[config.mk]
export PLATFORM = sky130hd
export DESIGN_NAME = egress_port_flat
export DESIGN_NICKNAME = d
export VERILOG_FILES = /design/src/rtl/switch_pkg.sv /design/src/rtl/switch_ifs.sv /design/src/rtl/egress_port.sv /design/src/flat_wrapper.sv
export SDC_FILE = /design/constraint.sdc
export NUM_CORES = 1
export LEC_CHECK = 0
export ABC_AREA = 1
export BUFFER_PORTS_ARGS = -buffer_cell sky130_fd_sc_hd__clkbuf_2
export CAP_MARGIN = 40
export CORE_ASPECT_RATIO = 0.8
export CORE_MARGIN = 1
export CORE_UTILIZATION = 38
export CTS_CLUSTER_DIAMETER = 40
export CTS_CLUSTER_SIZE = 14
export DETAILED_ROUTE_END_ITERATION = 7
export PLACE_DENSITY = 0.75
export SYNTH_ARGS = -nofsm -noshare
export SYNTH_HDL_FRONTEND = slang
export SYNTH_SLANG_ARGS = --single-unit
export TNS_END_PERCENT = 10
[constraint.sdc]
create_clock -name clk -period 1.3 [get_ports clk]
set_input_delay 0.13 -clock clk [delete_from_list [all_inputs] [get_ports clk]]
set_output_delay 0.13 -clock clk [all_outputs]
set_load 0.02 [all_outputs]
[src/rtl/switch_pkg.sv]
package switch_pkg;

    localparam int NUM_PORTS         = 4;   // Input and output ports.
    localparam int NUM_SLOTS         = 16;  // Slots in the shared buffer.
    localparam int SLOT_WORDS        = 32;  // A packet fits in one slot.
    localparam int ALMOST_FULL_SLOTS = 4;   // Free count at or below which almost_full is set.
    localparam int QUEUE_DEPTH       = 16;  // Descriptors per priority queue.
    localparam int QPTR_W            = $clog2(QUEUE_DEPTH);

    // Header layout of the first word of a packet.
    localparam int HDR_DEST_LSB = 0;
    localparam int HDR_PRIO_BIT = 2;

    typedef logic [15:0] word_t;
    typedef logic [1:0]  port_t;
    typedef logic [3:0]  slot_t;
    typedef logic [4:0]  addr_t;        // Word index inside a slot.
    typedef logic [5:0]  len_t;         // Length in words, 1 to 32.
    typedef logic        prio_t;        // 1 is high priority.
    typedef logic [4:0]  slot_count_t;  // Holds 0 to 16 free slots.

    // Rotating pick over the requests, starting the search at port start.
    // The scan runs from the farthest port back to start, so the last hit is the nearest.
    function automatic port_t rr_pick(input logic [NUM_PORTS-1:0] req, input port_t start);
        port_t idx;
        rr_pick = start;
        for (int i = 0; i < NUM_PORTS; i++) begin
            idx = start + port_t'(NUM_PORTS - 1 - i);
            if (req[idx]) rr_pick = idx;
        end
    endfunction

endpackage

[src/rtl/switch_ifs.sv]


// Head descriptor of one output, high priority first.
interface deq_if;
    logic              pop;    // Pulsed only while valid is high.
    logic              valid;
    switch_pkg::slot_t slot;
    switch_pkg::len_t  len;

    modport manager  (input pop, output valid, slot, len);
    modport consumer (output pop, input valid, slot, len);
endinterface

[src/rtl/egress_port.sv]
`timescale 1ns/1ps

module egress_port (
    input  logic              clk,
    input  logic              rst_n,
    input  logic              ready,
    deq_if.consumer           deq,
    output switch_pkg::slot_t rd_slot,
    output switch_pkg::addr_t rd_addr,
    input  switch_pkg::word_t rd_word,
    output logic              rd_sop,
    output logic              rd_eop,
    output logic              rd_vld,
    output switch_pkg::word_t rd_data,
    output logic              rel_en,
    output switch_pkg::slot_t rel_slot
);

    typedef enum logic [1:0] {IDLE, READ, DRAIN} state_t;

    state_t            state;
    switch_pkg::slot_t slot_q;
    switch_pkg::len_t  len_q;
    switch_pkg::addr_t addr_q;
    logic              last;

    assign last    = switch_pkg::len_t'(addr_q) == len_q - switch_pkg::len_t'(1);
    assign deq.pop = state == IDLE && ready && deq.valid;  // Ready only starts a packet.

    assign rd_slot  = slot_q;
    assign rd_addr  = addr_q;
    assign rd_data  = rd_vld ? rd_word : '0;
    assign rel_en   = rd_eop;  // The slot goes back with the last word.
    assign rel_slot = slot_q;

    // The strobes are delayed one cycle to line up with the registered buffer read.
    always_ff @(posedge clk) begin
        if (!rst_n) begin
            state  <= IDLE;
            rd_vld <= 1'b0;
            rd_sop <= 1'b0;
            rd_eop <= 1'b0;
        end else begin
            rd_vld <= state == READ;
            rd_sop <= state == READ && addr_q == '0;
            rd_eop <= state == READ && last;
            case (state)
                IDLE:    if (deq.pop) state <= READ;
                READ:    if (last) state <= DRAIN;
                DRAIN:   state <= IDLE;  // The last word is on the output now.
                default: state <= IDLE;
            endcase
        end
    end

    always_ff @(posedge clk) begin
        if (deq.pop) begin
            slot_q <= deq.slot;
            len_q  <= deq.len;
            addr_q <= '0;
        end else if (state == READ) begin
            addr_q <= addr_q + 1'b1;
        end
    end

endmodule

[src/flat_wrapper.sv]
// flat-port wrapper written by rule: the top's interface ports become plain ports
module egress_port_flat 
  (clk, rst_n, ready, rd_slot, rd_addr, rd_word, rd_sop, rd_eop, rd_vld, rd_data, rel_en, rel_slot, deq_pop, deq_valid, deq_slot, deq_len);
  deq_if deq_i ();
  input  logic clk;
  input  logic rst_n;
  input  logic ready;
  output switch_pkg::slot_t rd_slot;
  output switch_pkg::addr_t rd_addr;
  input  switch_pkg::word_t rd_word;
  output logic rd_sop;
  output logic rd_eop;
  output logic rd_vld;
  output switch_pkg::word_t rd_data;
  output logic rel_en;
  output switch_pkg::slot_t rel_slot;
  output wire logic [$bits(deq_i.pop)-1:0] deq_pop;
  input wire logic [$bits(deq_i.valid)-1:0] deq_valid;
  input wire logic [$bits(deq_i.slot)-1:0] deq_slot;
  input wire logic [$bits(deq_i.len)-1:0] deq_len;
  assign deq_pop = deq_i.pop;
  assign deq_i.valid = deq_valid;
  assign deq_i.slot = deq_slot;
  assign deq_i.len = deq_len;
  egress_port u_core (.clk(clk), .rst_n(rst_n), .ready(ready), .deq(deq_i), .rd_slot(rd_slot), .rd_addr(rd_addr), .rd_word(rd_word), .rd_sop(rd_sop), .rd_eop(rd_eop), .rd_vld(rd_vld), .rd_data(rd_data), .rel_en(rel_en), .rel_slot(rel_slot));
endmodule
==> results of run 1 <==
routing by layer:
metal	routed length [um]	GRT usage	vias to the layer above
met5	0	0	-
met4	6	0.03409	0
met3	170	0.05040	2
met2	1354	0.3553	48
met1	1035	0.1963	498
li1	-	-	569
cells in the final DEF (no fill, tap or decap), drive strengths merged:
cell / n
clkbuf: 67
nand2: 45
inv: 33
nor2: 11
dlygate4sd3: 10
edfxtp: 10
dfxtp: 10
nand3: 9
buf: 5
a21oi: 4
ha: 3
o21ai: 2
nor3: 2
nand4: 1
xor2: 1
xnor2: 1
a211oi: 1
state kept, by name, summed over array words and instances (netlist names):
name / cells
u_core.len_q: 6
u_core.rd_addr: 5
u_core.rd_eop: 1
u_core.rd_slot: 4
u_core.rd_sop: 1
u_core.rd_vld: 1
u_core.state: 2
cell usage after synthesis, drive strengths merged:
cell type	n
nor3	2
ha	3
nand4	1
xnor2	1
a21oi	4
edfxtp	10
nor2	11
clkbuf	1
nand2	45
buf	6
a211oi	1
xor2	1
dfxtp	10
nand3	9
o21ai	2
inv	33
cell families after synthesis:
kind of cell               share of synthesized area
and+or+nand+nor                               0.2747
buffers and inverters                         0.1617
DFF                                           0.4756
AOI/OAI and AO/OA                            0.03568
xor gates and xnor gates                     0.01665
adders and majority gates                    0.03568
critical path: stages, from the launching register on:
cell      delay, ns
edfxtp_1       0.42
inv_2          0.09
ha_4           0.14
nand3_1        0.10
inv_1          0.08
nand2_1        0.06
nand2_1        0.07
inv_1          0.05
nor2_2         0.11
nand2_2        0.07
nand2_1        0.05
nand2_1        0.05
layout make-up:
type | instances | area (um2)
multi-input combinational | 80 | 394.1
tap | 36 | 45.04
inverter | 33 | 123.9
timing repair buffer | 78 | 474.2
sequential | 20 | 504.2
fill | 229 | 974.7
clock buffer | 4 | 26.28
power breakdown:
group / switching [uW] / internal (uW)
clock network: 179 / 120
logic: 227 / 168
registers: 48.0 / 713
total: 454 / 1000
what timing repair did:
action / 4_1_cts / 5_1_grt
pin swaps: 1 / 0
endpoints found under the hold margin: 9 / 1
hold buffers: 9 / 1
setup endpoints to repair: 21 / 21
setup buffers: 0 / 0
resized for setup: 4 / 3
path summary, 6_finish.rpt:
path / from / to / slack [ns]
worst max-delay path: u_core.len_q[1]$_DFFE_PP_ / u_core.state[0]$_SDFFE_PN0P_ / -0.11
worst min-delay path: rst_n / u_core.state[0]$_SDFFE_PN0P_ / 0.07
worst max register to register: u_core.len_q[1]$_DFFE_PP_ / u_core.state[0]$_SDFFE_PN0P_ / -0.11
worst min register to register: u_core.rd_addr[0]$_SDFFE_PP0P_ / u_core.rd_addr[0]$_SDFFE_PP0P_ / 0.52
per-stage QoR:
step	cell area (um2)	setup TNS, ns
global placement	1429	-0.04154
CTS	1555	-0.2231
floorplan	1065	0
finish	1568	-0.1832
global route	1568	-1.493
detailed placement	1429	-0.1338
==> results.py, run 1 <==
metrics = {
    "route": {
        "drt_iter0_drc": 31,
        "drc": 0,
        "postRouteAntennaNets": 0,
        "first_pass_iters": 4,
        "num_vias": 1117,
        "avgViaCountPerCell": 4.450,
        "drt-total-wl_mm": 2.567,
        "wl_per_cell_um": 10.23,
    },
    "finish": {
        "nets": 249,
        "drive_above_1_share": 0.4140,
        "area_delta_synth_final_pct": 48.99,
        "fin_util": 0.6166,
        "fin_cells": 251,
        "antennaDiodeCount": 0,
    },
    "die": {
        "dieArea_um2": 2985,
        "io_pins": 64,
        "die_w_um": 60.84,
        "rows": 16,
        "die_h_um": 49.07,
        "core_area_um2": 2542,
        "initial_utilization": 0.4139,
    },
    "placement": {
        "place_inst": 237,
        "dp_slack_ns": -0.09362,
        "gp_congestion": 0.7911,
        "post-dp-hpwl_mm": 1.813,
        "io_buffers": 63,
    },
    "sta": {
        "period_minus_slack_ns": 1.405,
        "fin_worst_hold_slack_ns": 0.06672,
        "slew_headroom": 0.8215,
        "worst_pin_slew_ns": 0.2677,
        "fmax_mhz": 711.6,
        "period_share": 1.081,
        "setup_ws_ns": -0.1053,
        "hold_viol": 0,
        "rsz0062_at_grt": "yes",
        "maxSlewViolCount": 0,
        "clock_skew_ns": 0.006965,
        "setup_viol": 4,
    },
    "global_route": {
        "grt_pass1_vias": 992,
        "grt_usage": 0.1850,
        "grt_pass1_wl_mm": 4.029,
        "grt_overflow_total": 0,
        "antenna_found_initial": 0,
        "grt_max_degree": 18,
    },
    "clock_network": {
        "clk_pin_slew_ns": 0.11,
        "insertion_delay_ns": 0.30,
        "cts.sinks": 20,
        "cts-buffers-inserted": 3,
        "cts-root-buf": "clkbuf_4",
        "clockBufferDepth": 2,
        "cts_tree": "built",
        "h-tree-depth": 1,
    },
    "setup_path": {
        "ff2ff_path_depth": 11,
        "cp.arrival_ns": 1.60,
        "path_max_fanout": 4,
        "critPathKind": "reg -> reg",
        "critPathRequiredTime_ns": 1.50,
        "endpoint_kind": "flip-flop",
        "start_kind": "flip-flop",
    },
    "yosys": {
        "syn-instance-count": 140,
        "yosys_warnings": 0,
        "ys_ff_latch": 20,
        "syn_area_um2": 1052,
        "syn-num-nets": 173,
        "ys_seq_area_frac": 0.4756,
        "synth_top_area_cell": "edfxtp_1",
        "yosysUniqueCellTypes": 21,
        "syn_avg_cell_area_um2": 7.516,
        "synth_top_area_frac": 0.2854,
        "synth_area_leaders": "edfxtp_1 29%, dfxtp_1 19%, nand2_1 16%, inv_1 10%, nand3_1 4.3%",
    },
    "power": {
        "leakage_uw": 0.0009318,
        "ir_drop_uv": 770.3,
        "power_density_nw_per_um2": 928.0,
        "totalPowerFinal_uw": 1455,
    },
    "outcome": {
        "violations": "setup timing",
        "status": "finished with violations",
    },
    "worst_hold_path": {
        "worstHoldPathCells": 3,
        "hold_class": "in -> reg",
    },
    "job": {
        "cap_violations": 0,
    },
}
Note: power is estimated with default switching activity, not from simulation.
==> run 2: changes to the inputs <==
Settings changed: BUFFER_PORTS_ARGS -buffer_cell sky130_fd_sc_hd__clkbuf_2 to default, CORE_UTILIZATION 38 to 54, DONT_BUFFER_PORTS from default to 1, PLACE_DENSITY 0.75 to 0.72, RECOVER_POWER from default to 100.
==> run 2 against run 1 <==
  * The run still ends with setup timing left
  * Combinational power down 23%
  * Setup slack worse by 0.060 ns
  * Sequential share of layout area up 8.1 points
  * Sequential power up 2%
  * Register-to-register slack worse by 0.06 ns
  * Largest cell class unchanged
  * Largest power group unchanged
==> results.py, run 2 (synthesis results as in run 1) <==
metrics = {
    "placement": {
        "dpl_cell_area_um2": 1126,
        "post-dp-hpwl_mm": 1.634,
        "gp_congestion": 0.8435,
        "io_buffers": 0,
    },
    "outcome": {
        "status": "finished with violations",
        "violations": "setup timing",
    },
    "sta": {
        "clock_skew_ns": 0.003298,
        "hold_viol": 0,
        "setup_ws_ns": -0.1651,
        "setup_viol": 4,
        "period_share": 1.127,
        "slew_headroom": 0.7432,
        "fin_worst_hold_slack_ns": 0.02235,
        "worst_pin_slew_ns": 0.3846,
        "maxSlewViolCount": 0,
        "fmax_mhz": 682.6,
        "rsz0062_at_grt": "yes",
        "period_minus_slack_ns": 1.465,
    },
    "job": {
        "cap_violations": 0,
    },
    "die": {
        "initial_utilization": 0.6103,
        "rows": 13,
        "io_pins": 64,
        "dieArea_um2": 2130,
        "core_area_um2": 1724,
        "die_h_um": 41.48,
        "die_w_um": 51.36,
    },
    "route": {
        "postRouteAntennaNets": 0,
        "avgViaCountPerCell": 4.972,
        "drc": 0,
        "wl_per_cell_um": 13.21,
        "drt_iter0_drc": 56,
        "num_vias": 895,
        "drt-total-wl_mm": 2.377,
        "first_pass_iters": 4,
    },
    "global_route": {
        "grt_pass1_vias": 819,
        "antenna_found_initial": 0,
        "grt_max_degree": 18,
        "grt_overflow_total": 0,
        "grt_usage": 0.2442,
        "grt_pass1_wl_mm": 3.822,
    },
    "finish": {
        "antennaDiodeCount": 0,
        "nets": 192,
        "area_delta_synth_final_pct": 18.43,
        "largest_register_ff_count": 6,
        "top_register": "u_core.len_q",
        "final_common_cell": "nand2_1",
        "drive_above_1_share": 0.1392,
        "fin_area_um2": 1246,
        "layout_common_cells": "44 x nand2_1, 28 x inv_1, 11 x dlygate4sd3_1, 10 x edfxtp_1",
    },
    "setup_path": {
        "reg2reg_to": "u_core.state[0]$_SDFFE_PN0P_",
        "cp_slowest_cell": "edfxtp_1",
        "r2r_slack_ns": -0.17,
        "critPathRequiredTime_ns": 1.50,
        "critPathKind": "reg -> reg",
        "r2r-start": "u_core.len_q[1]$_DFFE_PP_",
        "critPathLaunch": "u_core.len_q[1]$_DFFE_PP_",
        "path_max_fanout": 3,
        "crit_top_cell": "nand2_1",
        "slowest_delay_ns": 0.46,
        "ff2ff_path_depth": 11,
        "cp.arrival_ns": 1.67,
        "endpoint_kind": "flip-flop",
        "critical_path.cell_chain": "buf_6, nor2_4, nand2_1, nand2_1, nand2_1, nand2_1, nand2_1, nor2_2, nand2_2, nand2_1, nand2_1",
        "start_kind": "flip-flop",
    },
    "clock_network": {
        "cts-root-buf": "clkbuf_4",
        "clk_pin_slew_ns": 0.11,
        "clockBufferDepth": 2,
        "cts_tree": "built",
        "cts.sinks": 20,
        "h-tree-depth": 1,
        "insertion_delay_ns": 0.30,
        "cts-buffers-inserted": 3,
    },
    "worst_hold_path": {
        "worstHoldPathCells": 2,
        "hold_class": "in -> reg",
        "worstHoldStart": "rst_n",
        "min_to": "u_core.rd_eop$_SDFF_PN0_",
    },
    "power": {
        "leakage_uw": 0.0006748,
        "ir_drop_uv": 1236,
        "totalPowerFinal_uw": 1382,
        "power_density_nw_per_um2": 1109,
    },
}
run 2: worst max-delay path by stage:
stage / end / cells after the start
detailed placement: u_core.state[0]$_SDFFE_PN0P_ / 11
floorplan: u_core.state[0]$_SDFFE_PN0P_ / 10
CTS: u_core.state[0]$_SDFFE_PN0P_ / 11
global route: u_core.state[0]$_SDFFE_PN0P_ / 11
finish: u_core.state[0]$_SDFFE_PN0P_ / 11
global placement: u_core.state[0]$_SDFFE_PN0P_ / 11
run 2: critical path: cells and delay by family, from the launching register on:
family,cells,cell delay [ns]
AND/OR/NAND/NOR,10,0.77
flip-flops,1,0.46
buffers and inverters,1,0.16
run 2: final cells by class:
cell class | instances | area (um2)
sequential | 20 | 501.7
fill | 130 | 478.0
multi-input combinational | 80 | 396.6
timing repair buffer | 21 | 170.2
inverter | 33 | 123.9
tap | 22 | 27.53
clock buffer | 4 | 26.28
run 2: through the flow:
| stage | worst slack (ns) | utilization | std cells | setup TNS, ns |
|---|---|---|---|---|
| 2_1_floorplan | 0.0007017 | - | 140 | 0 |
| 3_3_place_gp | -0.03797 | 0.6531 | 164 | -0.04221 |
| 3_5_place_dp | -0.09921 | 0.6531 | 164 | -0.1602 |
| 4_1_cts | -0.08615 | 0.7402 | 180 | -0.1545 |
| 5_1_grt | -0.3050 | 0.7228 | 180 | -1.290 |
| 6_report | -0.1651 | 0.7228 | 180 | -0.4527 |
run 2: layer usage:
metal | wire, um | GRT usage | up-vias
met2 | 1194 | 0.4079 | 41
li1 | - | - | 454
met1 | 932 | 0.2972 | 392
met4 | 74 | 0.1027 | 0
met5 | 0 | 0 | -
met3 | 175 | 0.06227 | 8
run 2: power by group:
part | switching [uW] | internal (uW) | leakage (uW) | total [uW]
clock | 185 | 120 | 0.0000150 | 305
sequential | 63.5 | 710 | 0.000175 | 774
combinational | 196 | 107 | 0.000485 | 303
run 2: what timing repair did:
action | in CTS | in global routing
hold buffers | 11 | 0
endpoints found under the hold margin | 11 | 0
gates resized for setup | 3 | 2
setup endpoints to repair | 19 | 4
buffers inserted | 1 | 0
pin swaps | 1 | 4
gates cloned | 0 | 0
