## config.mk

```make
export PLATFORM = sky130hd
export DESIGN_NAME = ingress_port_flat
export DESIGN_NICKNAME = d
export VERILOG_FILES = /design/src/rtl/switch_pkg.sv /design/src/rtl/switch_ifs.sv /design/src/rtl/ingress_port.sv /design/src/flat_wrapper.sv
export SDC_FILE = /design/constraint.sdc
export NUM_CORES = 1
export LEC_CHECK = 0
export BUFFER_PORTS_ARGS = -buffer_cell sky130_fd_sc_hd__buf_2
export CORE_UTILIZATION = 40
export DETAILED_ROUTE_END_ITERATION = 16
export PLACE_DENSITY = 0.88
export SLEW_MARGIN = 15
export SYNTH_ARGS = -nofsm -noshare
export SYNTH_HDL_FRONTEND = slang
export SYNTH_SLANG_ARGS = --single-unit
```

## constraint.sdc

```tcl
create_clock -name clk -period 3.1 [get_ports clk]
set_clock_uncertainty 0.15 [all_clocks]
set_input_delay 0.465 -clock clk [delete_from_list [all_inputs] [get_ports clk]]
set_output_delay 0.465 -clock clk [all_outputs]
set_load 0.1 [all_outputs]
```

## src/rtl/switch_pkg.sv

```systemverilog
package switch_pkg;

    localparam int NUM_PORTS         = 4;   // Input and output ports.
    localparam int NUM_SLOTS         = 16;  // Slots in the shared buffer.
    localparam int SLOT_WORDS        = 32;  // A packet fits in one slot.
    localparam int ALMOST_FULL_SLOTS = 4;   // Free count at or below which almost_full is set.
    localparam int QUEUE_DEPTH       = 16;  // Descriptors per priority queue.
    localparam int QPTR_W            = $clog2(QUEUE_DEPTH);

    // Header layout of the first word of a packet.
    localparam int HDR_DEST_LSB = 0;
    localparam int HDR_PRIO_BIT = 2;

    typedef logic [15:0] word_t;
    typedef logic [1:0]  port_t;
    typedef logic [3:0]  slot_t;
    typedef logic [4:0]  addr_t;        // Word index inside a slot.
    typedef logic [5:0]  len_t;         // Length in words, 1 to 32.
    typedef logic        prio_t;        // 1 is high priority.
    typedef logic [4:0]  slot_count_t;  // Holds 0 to 16 free slots.

    // Rotating pick over the requests, starting the search at port start.
    // The scan runs from the farthest port back to start, so the last hit is the nearest.
    function automatic port_t rr_pick(input logic [NUM_PORTS-1:0] req, input port_t start);
        port_t idx;
        rr_pick = start;
        for (int i = 0; i < NUM_PORTS; i++) begin
            idx = start + port_t'(NUM_PORTS - 1 - i);
            if (req[idx]) rr_pick = idx;
        end
    endfunction

endpackage

```

## src/rtl/switch_ifs.sv

```systemverilog
`timescale 1ns/1ps

// Write path from one ingress into the shared buffer.
interface buf_wr_if;
    logic              en;    // One word is written on each cycle en is high.
    switch_pkg::slot_t slot;
    switch_pkg::addr_t addr;
    switch_pkg::word_t data;

    modport source (output en, slot, addr, data);
    modport sink   (input en, slot, addr, data);
endinterface

// Enqueue request of a finished packet.
// The requester holds req and the descriptor until grant.
interface enq_if;
    logic              req;
    logic              grant;  // One cycle, the descriptor is taken on this edge.
    switch_pkg::port_t dest;
    switch_pkg::prio_t prio;
    switch_pkg::slot_t slot;
    switch_pkg::len_t  len;

    modport requester (output req, dest, prio, slot, len, input grant);
    modport manager   (input req, dest, prio, slot, len, output grant);
endinterface


```

## src/rtl/ingress_port.sv

```systemverilog
`timescale 1ns/1ps

module ingress_port (
    input  logic              clk,
    input  logic              rst_n,
    input  logic              wr_sop,
    input  logic              wr_eop,
    input  logic              wr_vld,
    input  switch_pkg::word_t wr_data,
    output logic              pause,
    output logic              alloc_req,
    input  logic              alloc_grant,
    input  switch_pkg::slot_t alloc_slot,
    buf_wr_if.source          buf_wr,
    enq_if.requester          enq
);

    logic              has_slot;  // A slot is reserved for the next packet.
    logic              enq_req;   // The finished packet waits for its enqueue.
    logic              take;
    switch_pkg::len_t  cnt_q;     // Words stored so far, it is the length at the end.
    switch_pkg::len_t  cnt_next;
    switch_pkg::slot_t slot_q;
    switch_pkg::port_t dest_q;
    switch_pkg::prio_t prio_q;

    assign take = wr_vld && has_slot;

    // The count restarts at the header and stops at a full slot.
    assign cnt_next = wr_sop ? switch_pkg::len_t'(1) :
                      (cnt_q == switch_pkg::len_t'(switch_pkg::SLOT_WORDS)) ? cnt_q : cnt_q + 1'b1;

    assign pause     = !has_slot;
    assign alloc_req = !has_slot && !enq_req;  // A new slot is asked for only after the enqueue.

    // Words beyond the 32nd are dropped.
    assign buf_wr.en   = take && (wr_sop || cnt_q != switch_pkg::len_t'(switch_pkg::SLOT_WORDS));
    assign buf_wr.slot = slot_q;
    assign buf_wr.addr = wr_sop ? '0 : switch_pkg::addr_t'(cnt_q);
    assign buf_wr.data = wr_data;

    assign enq.req  = enq_req;
    assign enq.dest = dest_q;
    assign enq.prio = prio_q;
    assign enq.slot = slot_q;
    assign enq.len  = cnt_q;

    always_ff @(posedge clk) begin
        if (!rst_n) begin
            has_slot <= 1'b0;
            enq_req  <= 1'b0;
            cnt_q    <= '0;
        end else begin
            if (alloc_grant) has_slot <= 1'b1;
            else if (take && wr_eop) has_slot <= 1'b0;  // Pause rises the cycle after the end.
            if (take && wr_eop) enq_req <= 1'b1;
            else if (enq.grant) enq_req <= 1'b0;
            if (take) cnt_q <= cnt_next;
        end
    end

    always_ff @(posedge clk) begin
        if (alloc_grant) slot_q <= alloc_slot;
        if (take && wr_sop) begin
            dest_q <= wr_data[switch_pkg::HDR_DEST_LSB +: $bits(switch_pkg::port_t)];
            prio_q <= wr_data[switch_pkg::HDR_PRIO_BIT];
        end
    end

endmodule

```

## src/flat_wrapper.sv

```systemverilog
// flat-port wrapper written by rule: the top's interface ports become plain ports
module ingress_port_flat 
  (clk, rst_n, wr_sop, wr_eop, wr_vld, wr_data, pause, alloc_req, alloc_grant, alloc_slot, buf_wr_en, buf_wr_slot, buf_wr_addr, buf_wr_data, enq_req, enq_dest, enq_prio, enq_slot, enq_len, enq_grant);
  buf_wr_if buf_wr_i ();
  enq_if enq_i ();
  input  logic clk;
  input  logic rst_n;
  input  logic wr_sop;
  input  logic wr_eop;
  input  logic wr_vld;
  input  switch_pkg::word_t wr_data;
  output logic pause;
  output logic alloc_req;
  input  logic alloc_grant;
  input  switch_pkg::slot_t alloc_slot;
  output wire logic [$bits(buf_wr_i.en)-1:0] buf_wr_en;
  output wire logic [$bits(buf_wr_i.slot)-1:0] buf_wr_slot;
  output wire logic [$bits(buf_wr_i.addr)-1:0] buf_wr_addr;
  output wire logic [$bits(buf_wr_i.data)-1:0] buf_wr_data;
  output wire logic [$bits(enq_i.req)-1:0] enq_req;
  output wire logic [$bits(enq_i.dest)-1:0] enq_dest;
  output wire logic [$bits(enq_i.prio)-1:0] enq_prio;
  output wire logic [$bits(enq_i.slot)-1:0] enq_slot;
  output wire logic [$bits(enq_i.len)-1:0] enq_len;
  input wire logic [$bits(enq_i.grant)-1:0] enq_grant;
  assign buf_wr_en = buf_wr_i.en;
  assign buf_wr_slot = buf_wr_i.slot;
  assign buf_wr_addr = buf_wr_i.addr;
  assign buf_wr_data = buf_wr_i.data;
  assign enq_req = enq_i.req;
  assign enq_dest = enq_i.dest;
  assign enq_prio = enq_i.prio;
  assign enq_slot = enq_i.slot;
  assign enq_len = enq_i.len;
  assign enq_i.grant = enq_grant;
  ingress_port u_core (.clk(clk), .rst_n(rst_n), .wr_sop(wr_sop), .wr_eop(wr_eop), .wr_vld(wr_vld), .wr_data(wr_data), .pause(pause), .alloc_req(alloc_req), .alloc_grant(alloc_grant), .alloc_slot(alloc_slot), .buf_wr(buf_wr_i), .enq(enq_i));
endmodule
```

==> flow_summary.toml, run 1 <==
[run_status]
status = "finished, final reports clean"

[clock_network]
postCtsHoldBufs = 0
clk_pin_slew_ns = 0.08
cts_num_sinks = 15
htree_levels = 1
cts_buffer_depth = 2
cts-buffers-inserted = 3
post_cts_resized = 0
clock_latency_ns = 0.27
clock-root-buffer = "clkbuf_4"
post_cts_buffers = 0
cts_tree = "yes"

[route]
wl_per_cell_um = 11.4
via_per_inst = 4.88
vias = 664
remaining_drc_errors = 0
first_iter_violations = 12
firstDrtPassIters = 4
routed_wl_um = 1560
ant_nets = 0

[timing]
period_needed_ns = 2.39
finalSetupViolCount = 0
fmaxAchievable_mhz = 419
slew_headroom = 0.677
hold_viol = 0
slew_viol_final = 0
fin_setup_tns_ns = 0
grt_setup_unrepaired = "no"
setup_slack_ns = 0.712
fin_crit_sh = 0.770
holdWs_ns = 0.216
tightest_slew_ns = 0.487

[synthesis]
synth_warnings = 0
avgSynthCellArea_sq_um = 9.94
syn_nets = 113
synth_top_area_share = 0.252
yosys.area.top_type = "edfxtp_1"
ys_seq_area_frac = 0.444
synth_area_leaders = "edfxtp_1 25%, dfxtp_1 19%, buf_4 18%"
ys_types = 26
synth_area_sq_um = 835
ys_ff_latch = 15
syn_inst = 84

[floorplanning]
die_y_um = 47.7
start_util = 0.425
coreArea_sq_um = 1960
die_area_sq_um = 2270
ios = 69
rows = 16
fp.dieW_um = 47.7

[critical_path]
worstSetupEndpointType = "primary output"
crit_arrival_ns = 1.77
path_cells = "inv_1, ha_1, a31oi_4, buf_2"
worst_setup_path_start_kind = "register"
cp.required_ns = 2.48
startpoint = "u_core.enq.len[0]"
r2r-start = "u_core.enq.len[0]"
slowest_delay_ns = 0.48
critPathSlowestCell = "buf_2"
worst-path-max-fanout = 7
critical_path_class = "register to primary output"

[final_layout]
nFillCells = 203
finalNonFillerCells = 136
diodes = 0
synthToLayoutAreaGrowth_pct = 14.4
final_nets = 139
drive_gt1_frac = 0.468
multi_input_area_sq_um = 292
seqCellArea_sq_um = 370

[grt]
grt.met2_usage = 0.236
grt_util_met3 = 0.0302
grt_pass1_wl_um = 2190
grt_start_max_net_pins = 11
grt_pass1_vias = 532
use_met1 = 0.160
track_usage = 0.138
grt_busiest_layer = "met2"
antenna_found_initial = 0
grt.overflow.total = 0

[min_path]
hp-class = "input port to register"
worstHoldStart = "alloc_slot[3]"

[power]
peakVddDrop_v = 0.000219
total_leakage_power_nw = 0.436
power_density_nw_per_um2 = 505

[place]
gp_congestion = 0.843
io_buffers = 42
place_hpwl_um = 1240
dpl.cell_count = 132
place_ws_ns = 0.959

[job]
cap_viol_max_count = 0
metrics by stage:
step                utilization  area [sq um]  total power, mW
finish                    0.487           955            0.482
global route              0.487           955            0.507
CTS                       0.487           955            0.487
detailed placement        0.473           928            0.384
global placement          0.473           928            0.382
floorplan                     -           840            0.444
cell usage after synthesis (all sizes together):
cell type / n
nand2b: 1
buf: 21
nand4: 1
inv: 6
nor2: 8
nor3b: 1
dfxtp: 8
nor4: 1
and2: 1
nor4b: 1
nand3: 2
nor2b: 3
edfxtp: 7
nand3b: 1
a21oi: 3
o211ai: 2
nand2: 4
and3: 1
ha: 2
a32o: 2
mux2i: 1
o41ai: 1
o21ai: 4
a31oi: 2
state kept, by name, indices dropped and copies added, names as in the netlist:
| register | flops |
|---|---|
| u_core.buf_wr.slot | 4 |
| u_core.enq.req | 1 |
| u_core.has_slot | 1 |
| u_core.enq.len | 6 |
| u_core.enq.dest | 2 |
| u_core.enq.prio | 1 |
cell type report:
class,instances,share of cell area
sequential,15,0.388
timing repair buffer,42,0.220
inverter,6,0.0236
tap,27,0.0354
multi-input combinational,42,0.305
clock buffer,4,0.0275
final timing paths:
kind,to,slack (ns),cells after the start
hold reg to reg,u_core.enq.req,0.37,2
setup / recovery,buf_wr_en,0.71,4
hold / removal,u_core.buf_wr.slot[3],0.22,1
setup reg to reg,u_core.enq.len[3],1.42,5
cell usage in the layout (no fill, tap or decap):
master,count
a21oi_1,3
a31oi_1,1
a31oi_4,1
a32o_1,2
and2_4,1
and3_1,1
buf_2,42
clkbuf_1,1
clkbuf_4,3
dfxtp_1,8
edfxtp_1,7
ha_1,2
inv_1,6
mux2i_1,1
nand2_1,4
nand2b_1,1
nand3_1,2
nand3b_1,1
nand4_1,1
nor2_1,8
nor2b_1,1
nor2b_2,2
nor3b_1,1
nor4_1,1
nor4b_2,1
o211ai_1,2
o21ai_0,4
o41ai_2,1
critical path, delay by kind of cell (launching register included):
kind	cells	cell delay, ns
flip-flops	1	0.43
buffers and inverters	2	0.58
AO/OA/AOI/OAI	1	0.26
adder cells (fa/ha/maj)	1	0.24
cells by family after synthesis:
logic type,count (synthesis),synth area share
multiplexers,1,0.0120
AND/OR/NAND/NOR,25,0.165
adder cells (fa/ha/maj),2,0.0300
AO/OA/AOI/OAI,14,0.136
flip-flops,15,0.444
buffers and inverters,27,0.213
per-layer routing:
layer	routed length (um)	part of all wire	vias to the layer above
met4	13	0.0083	0
met1	655	0.42	300
met3	140	0.090	2
met2	747	0.48	40
li1	-	-	322
met5	0	0	-
power by group:
group          switching (mW)  internal [mW]
clock                  0.0539         0.0498
sequential            0.00460          0.215
combinational           0.137         0.0220
total                   0.196          0.287
Power figures use the tool's default switching activity.
==> run 2: changes to the inputs <==
--- a/config.mk
+++ b/config.mk
@@ -6,9 +6,9 @@
 export NUM_CORES = 1
 export LEC_CHECK = 0
 export BUFFER_PORTS_ARGS = -buffer_cell sky130_fd_sc_hd__buf_2
-export CORE_UTILIZATION = 40
+export CORE_UTILIZATION = 34
 export DETAILED_ROUTE_END_ITERATION = 16
-export PLACE_DENSITY = 0.88
+export PLACE_DENSITY = 0.8
 export SLEW_MARGIN = 15
 export SYNTH_ARGS = -nofsm -noshare
 export SYNTH_HDL_FRONTEND = slang
==> constraint.sdc (replaced) <==
create_clock -name clk -period 2 [get_ports clk]
set_clock_uncertainty 0.15 [all_clocks]
set_input_delay 0.3 -clock clk [delete_from_list [all_inputs] [get_ports clk]]
set_output_delay 0.3 -clock clk [all_outputs]
set_load 0.1 [all_outputs]
==> run 2 against run 1 <==
Compared with the run above: clock power is 60% higher; sequential cell count is the same; die area increased by 17%; wire length increased by 22%; global-route usage up 1.5 points; utilization fell by 2.8 points; combinational power is 62% higher; final cell count increased by 0.74%; clock-buffer cell count unchanged; register-to-register slack lost 1.0 ns; critical endpoint unchanged; non-clock buffer count is the same; design area rose by 8.4%.
==> flow_summary.toml, run 2 (same netlist as run 1, synthesis figures left out) <==
[floorplanning]
start_util = 0.370
coreArea_sq_um = 2250
ios = 69
fp.dieW_um = 51.5
die_y_um = 51.5
die_area_sq_um = 2660
rows = 17

[timing]
holdWs_ns = 0.0519
fin_crit_sh = 0.953
grt_setup_unrepaired = "no"
slew_headroom = 0.677
hold_viol = 0
fmaxAchievable_mhz = 525
tightest_slew_ns = 0.489
slew_viol_final = 0
period_needed_ns = 1.91
finalSetupViolCount = 0

[final_layout]
finalNonFillerCells = 137
final_common_cell = "buf_2"
diodes = 0
final_cell_area_sq_um = 1030
largest_reg_flops = 6
drive_gt1_frac = 0.587
nFillCells = 234
synthToLayoutAreaGrowth_pct = 24.0
final_cell_mix = "41 x buf_2, 7 x edfxtp_1, 6 x dfxtp_4"
multi_input_area_sq_um = 328
seqCellArea_sq_um = 393
final_nets = 139

[clock_network]
cts_tree = "yes"
postCtsHoldBufs = 0
htree_levels = 1
cts_buffer_depth = 2
cts-buffers-inserted = 3
clk_pin_slew_ns = 0.08
clock-root-buffer = "clkbuf_4"
clock_latency_ns = 0.27
cts_num_sinks = 15

[place]
dpl.cell_count = 133
gp_congestion = 0.803
dpl_cell_area_sq_um = 1000
io_buffers = 42
place_hpwl_um = 1470

[min_path]
hp-class = "input port to register"

[grt]
grt.overflow.total = 0
track_usage = 0.152
grt_start_max_net_pins = 11
antenna_found_initial = 0
grt_pass1_wl_um = 2980
grt_pass1_vias = 668

[route]
remaining_drc_errors = 0
wl_per_cell_um = 13.9
ant_nets = 0
via_per_inst = 4.99
routed_wl_um = 1900
vias = 684
first_iter_violations = 4
firstDrtPassIters = 4

[critical_path]
crit_arrival_ns = 1.46
worst-path-max-fanout = 7
worstSetupEndpointType = "primary output"
critical_path_class = "register to primary output"
cp.required_ns = 1.55
reg2reg_slack_ns = 0.41
worst_setup_path_start_kind = "register"

[job]
cap_viol_max_count = 0

[power]
power_density_nw_per_um2 = 733
total_leakage_power_nw = 0.450
peakVddDrop_v = 0.000294
power_uw = 758

[run_status]
status = "finished, final reports clean"
==> run 2: cell counts in the layout (fill, tap and decap cells not counted) <==
No cell type changed its count.
==> run 2: worst max-delay path, stage by stage, from the launching register on <==
cell	delay (ns)
dfxtp_1	0.44
nand2_1	0.19
a31oi_4	0.32
buf_12	0.22
==> run 2: power by group <==
group	switching [mW]	internal (mW)
Clock	0.0889	0.0772
Combinational	0.216	0.0405
Sequential	0.00922	0.326
Total	0.315	0.444
==> run 2: cell type report <==
cell class | count | share of cell area
Inverter | 6 | 0.0266
Tap cell | 28 | 0.0339
Sequential cell | 15 | 0.380
Timing Repair Buffer | 42 | 0.218
Clock buffer | 4 | 0.0254
Multi-Input combinational cell | 42 | 0.317
==> run 2: path summary, 6_finish.rpt <==
check	from	end	depth (start not counted)
min reg2reg	u_core.enq.len[4]	u_core.enq.len[4]	1
max reg2reg	u_core.has_slot	u_core.enq.len[3]	4
max	u_core.has_slot	buf_wr_en	3
min	alloc_slot[0]	u_core.buf_wr.slot[0]	1
==> run 2: repair_timing <==
item,4_1_cts,5_1_grt
resized for setup,0,1
endpoints found under the setup margin,0,1
buffers inserted,0,0
==> run 2: metrics by stage <==
| stage | utilization | worst slack (ns) | setup TNS (ns) |
|---|---|---|---|
| after floorplan | - | -0.101 | -0.263 |
| after global placement | 0.443 | 0.386 | 0 |
| after detailed placement | 0.443 | 0.330 | 0 |
| after CTS | 0.455 | 0.0584 | 0 |
| after global routing | 0.459 | 0.000953 | 0 |
| final | 0.459 | 0.0944 | 0 |
==> run 2: per-layer routing <==
metal / vias to the layer above / global-route usage / part of all wire
met5: - / 0 / 0
met3: 10 / 0.0322 / 0.093
met4: 0 / 0.0766 / 0.025
li1: 323 / - / -
met1: 311 / 0.164 / 0.38
met2: 40 / 0.277 / 0.50
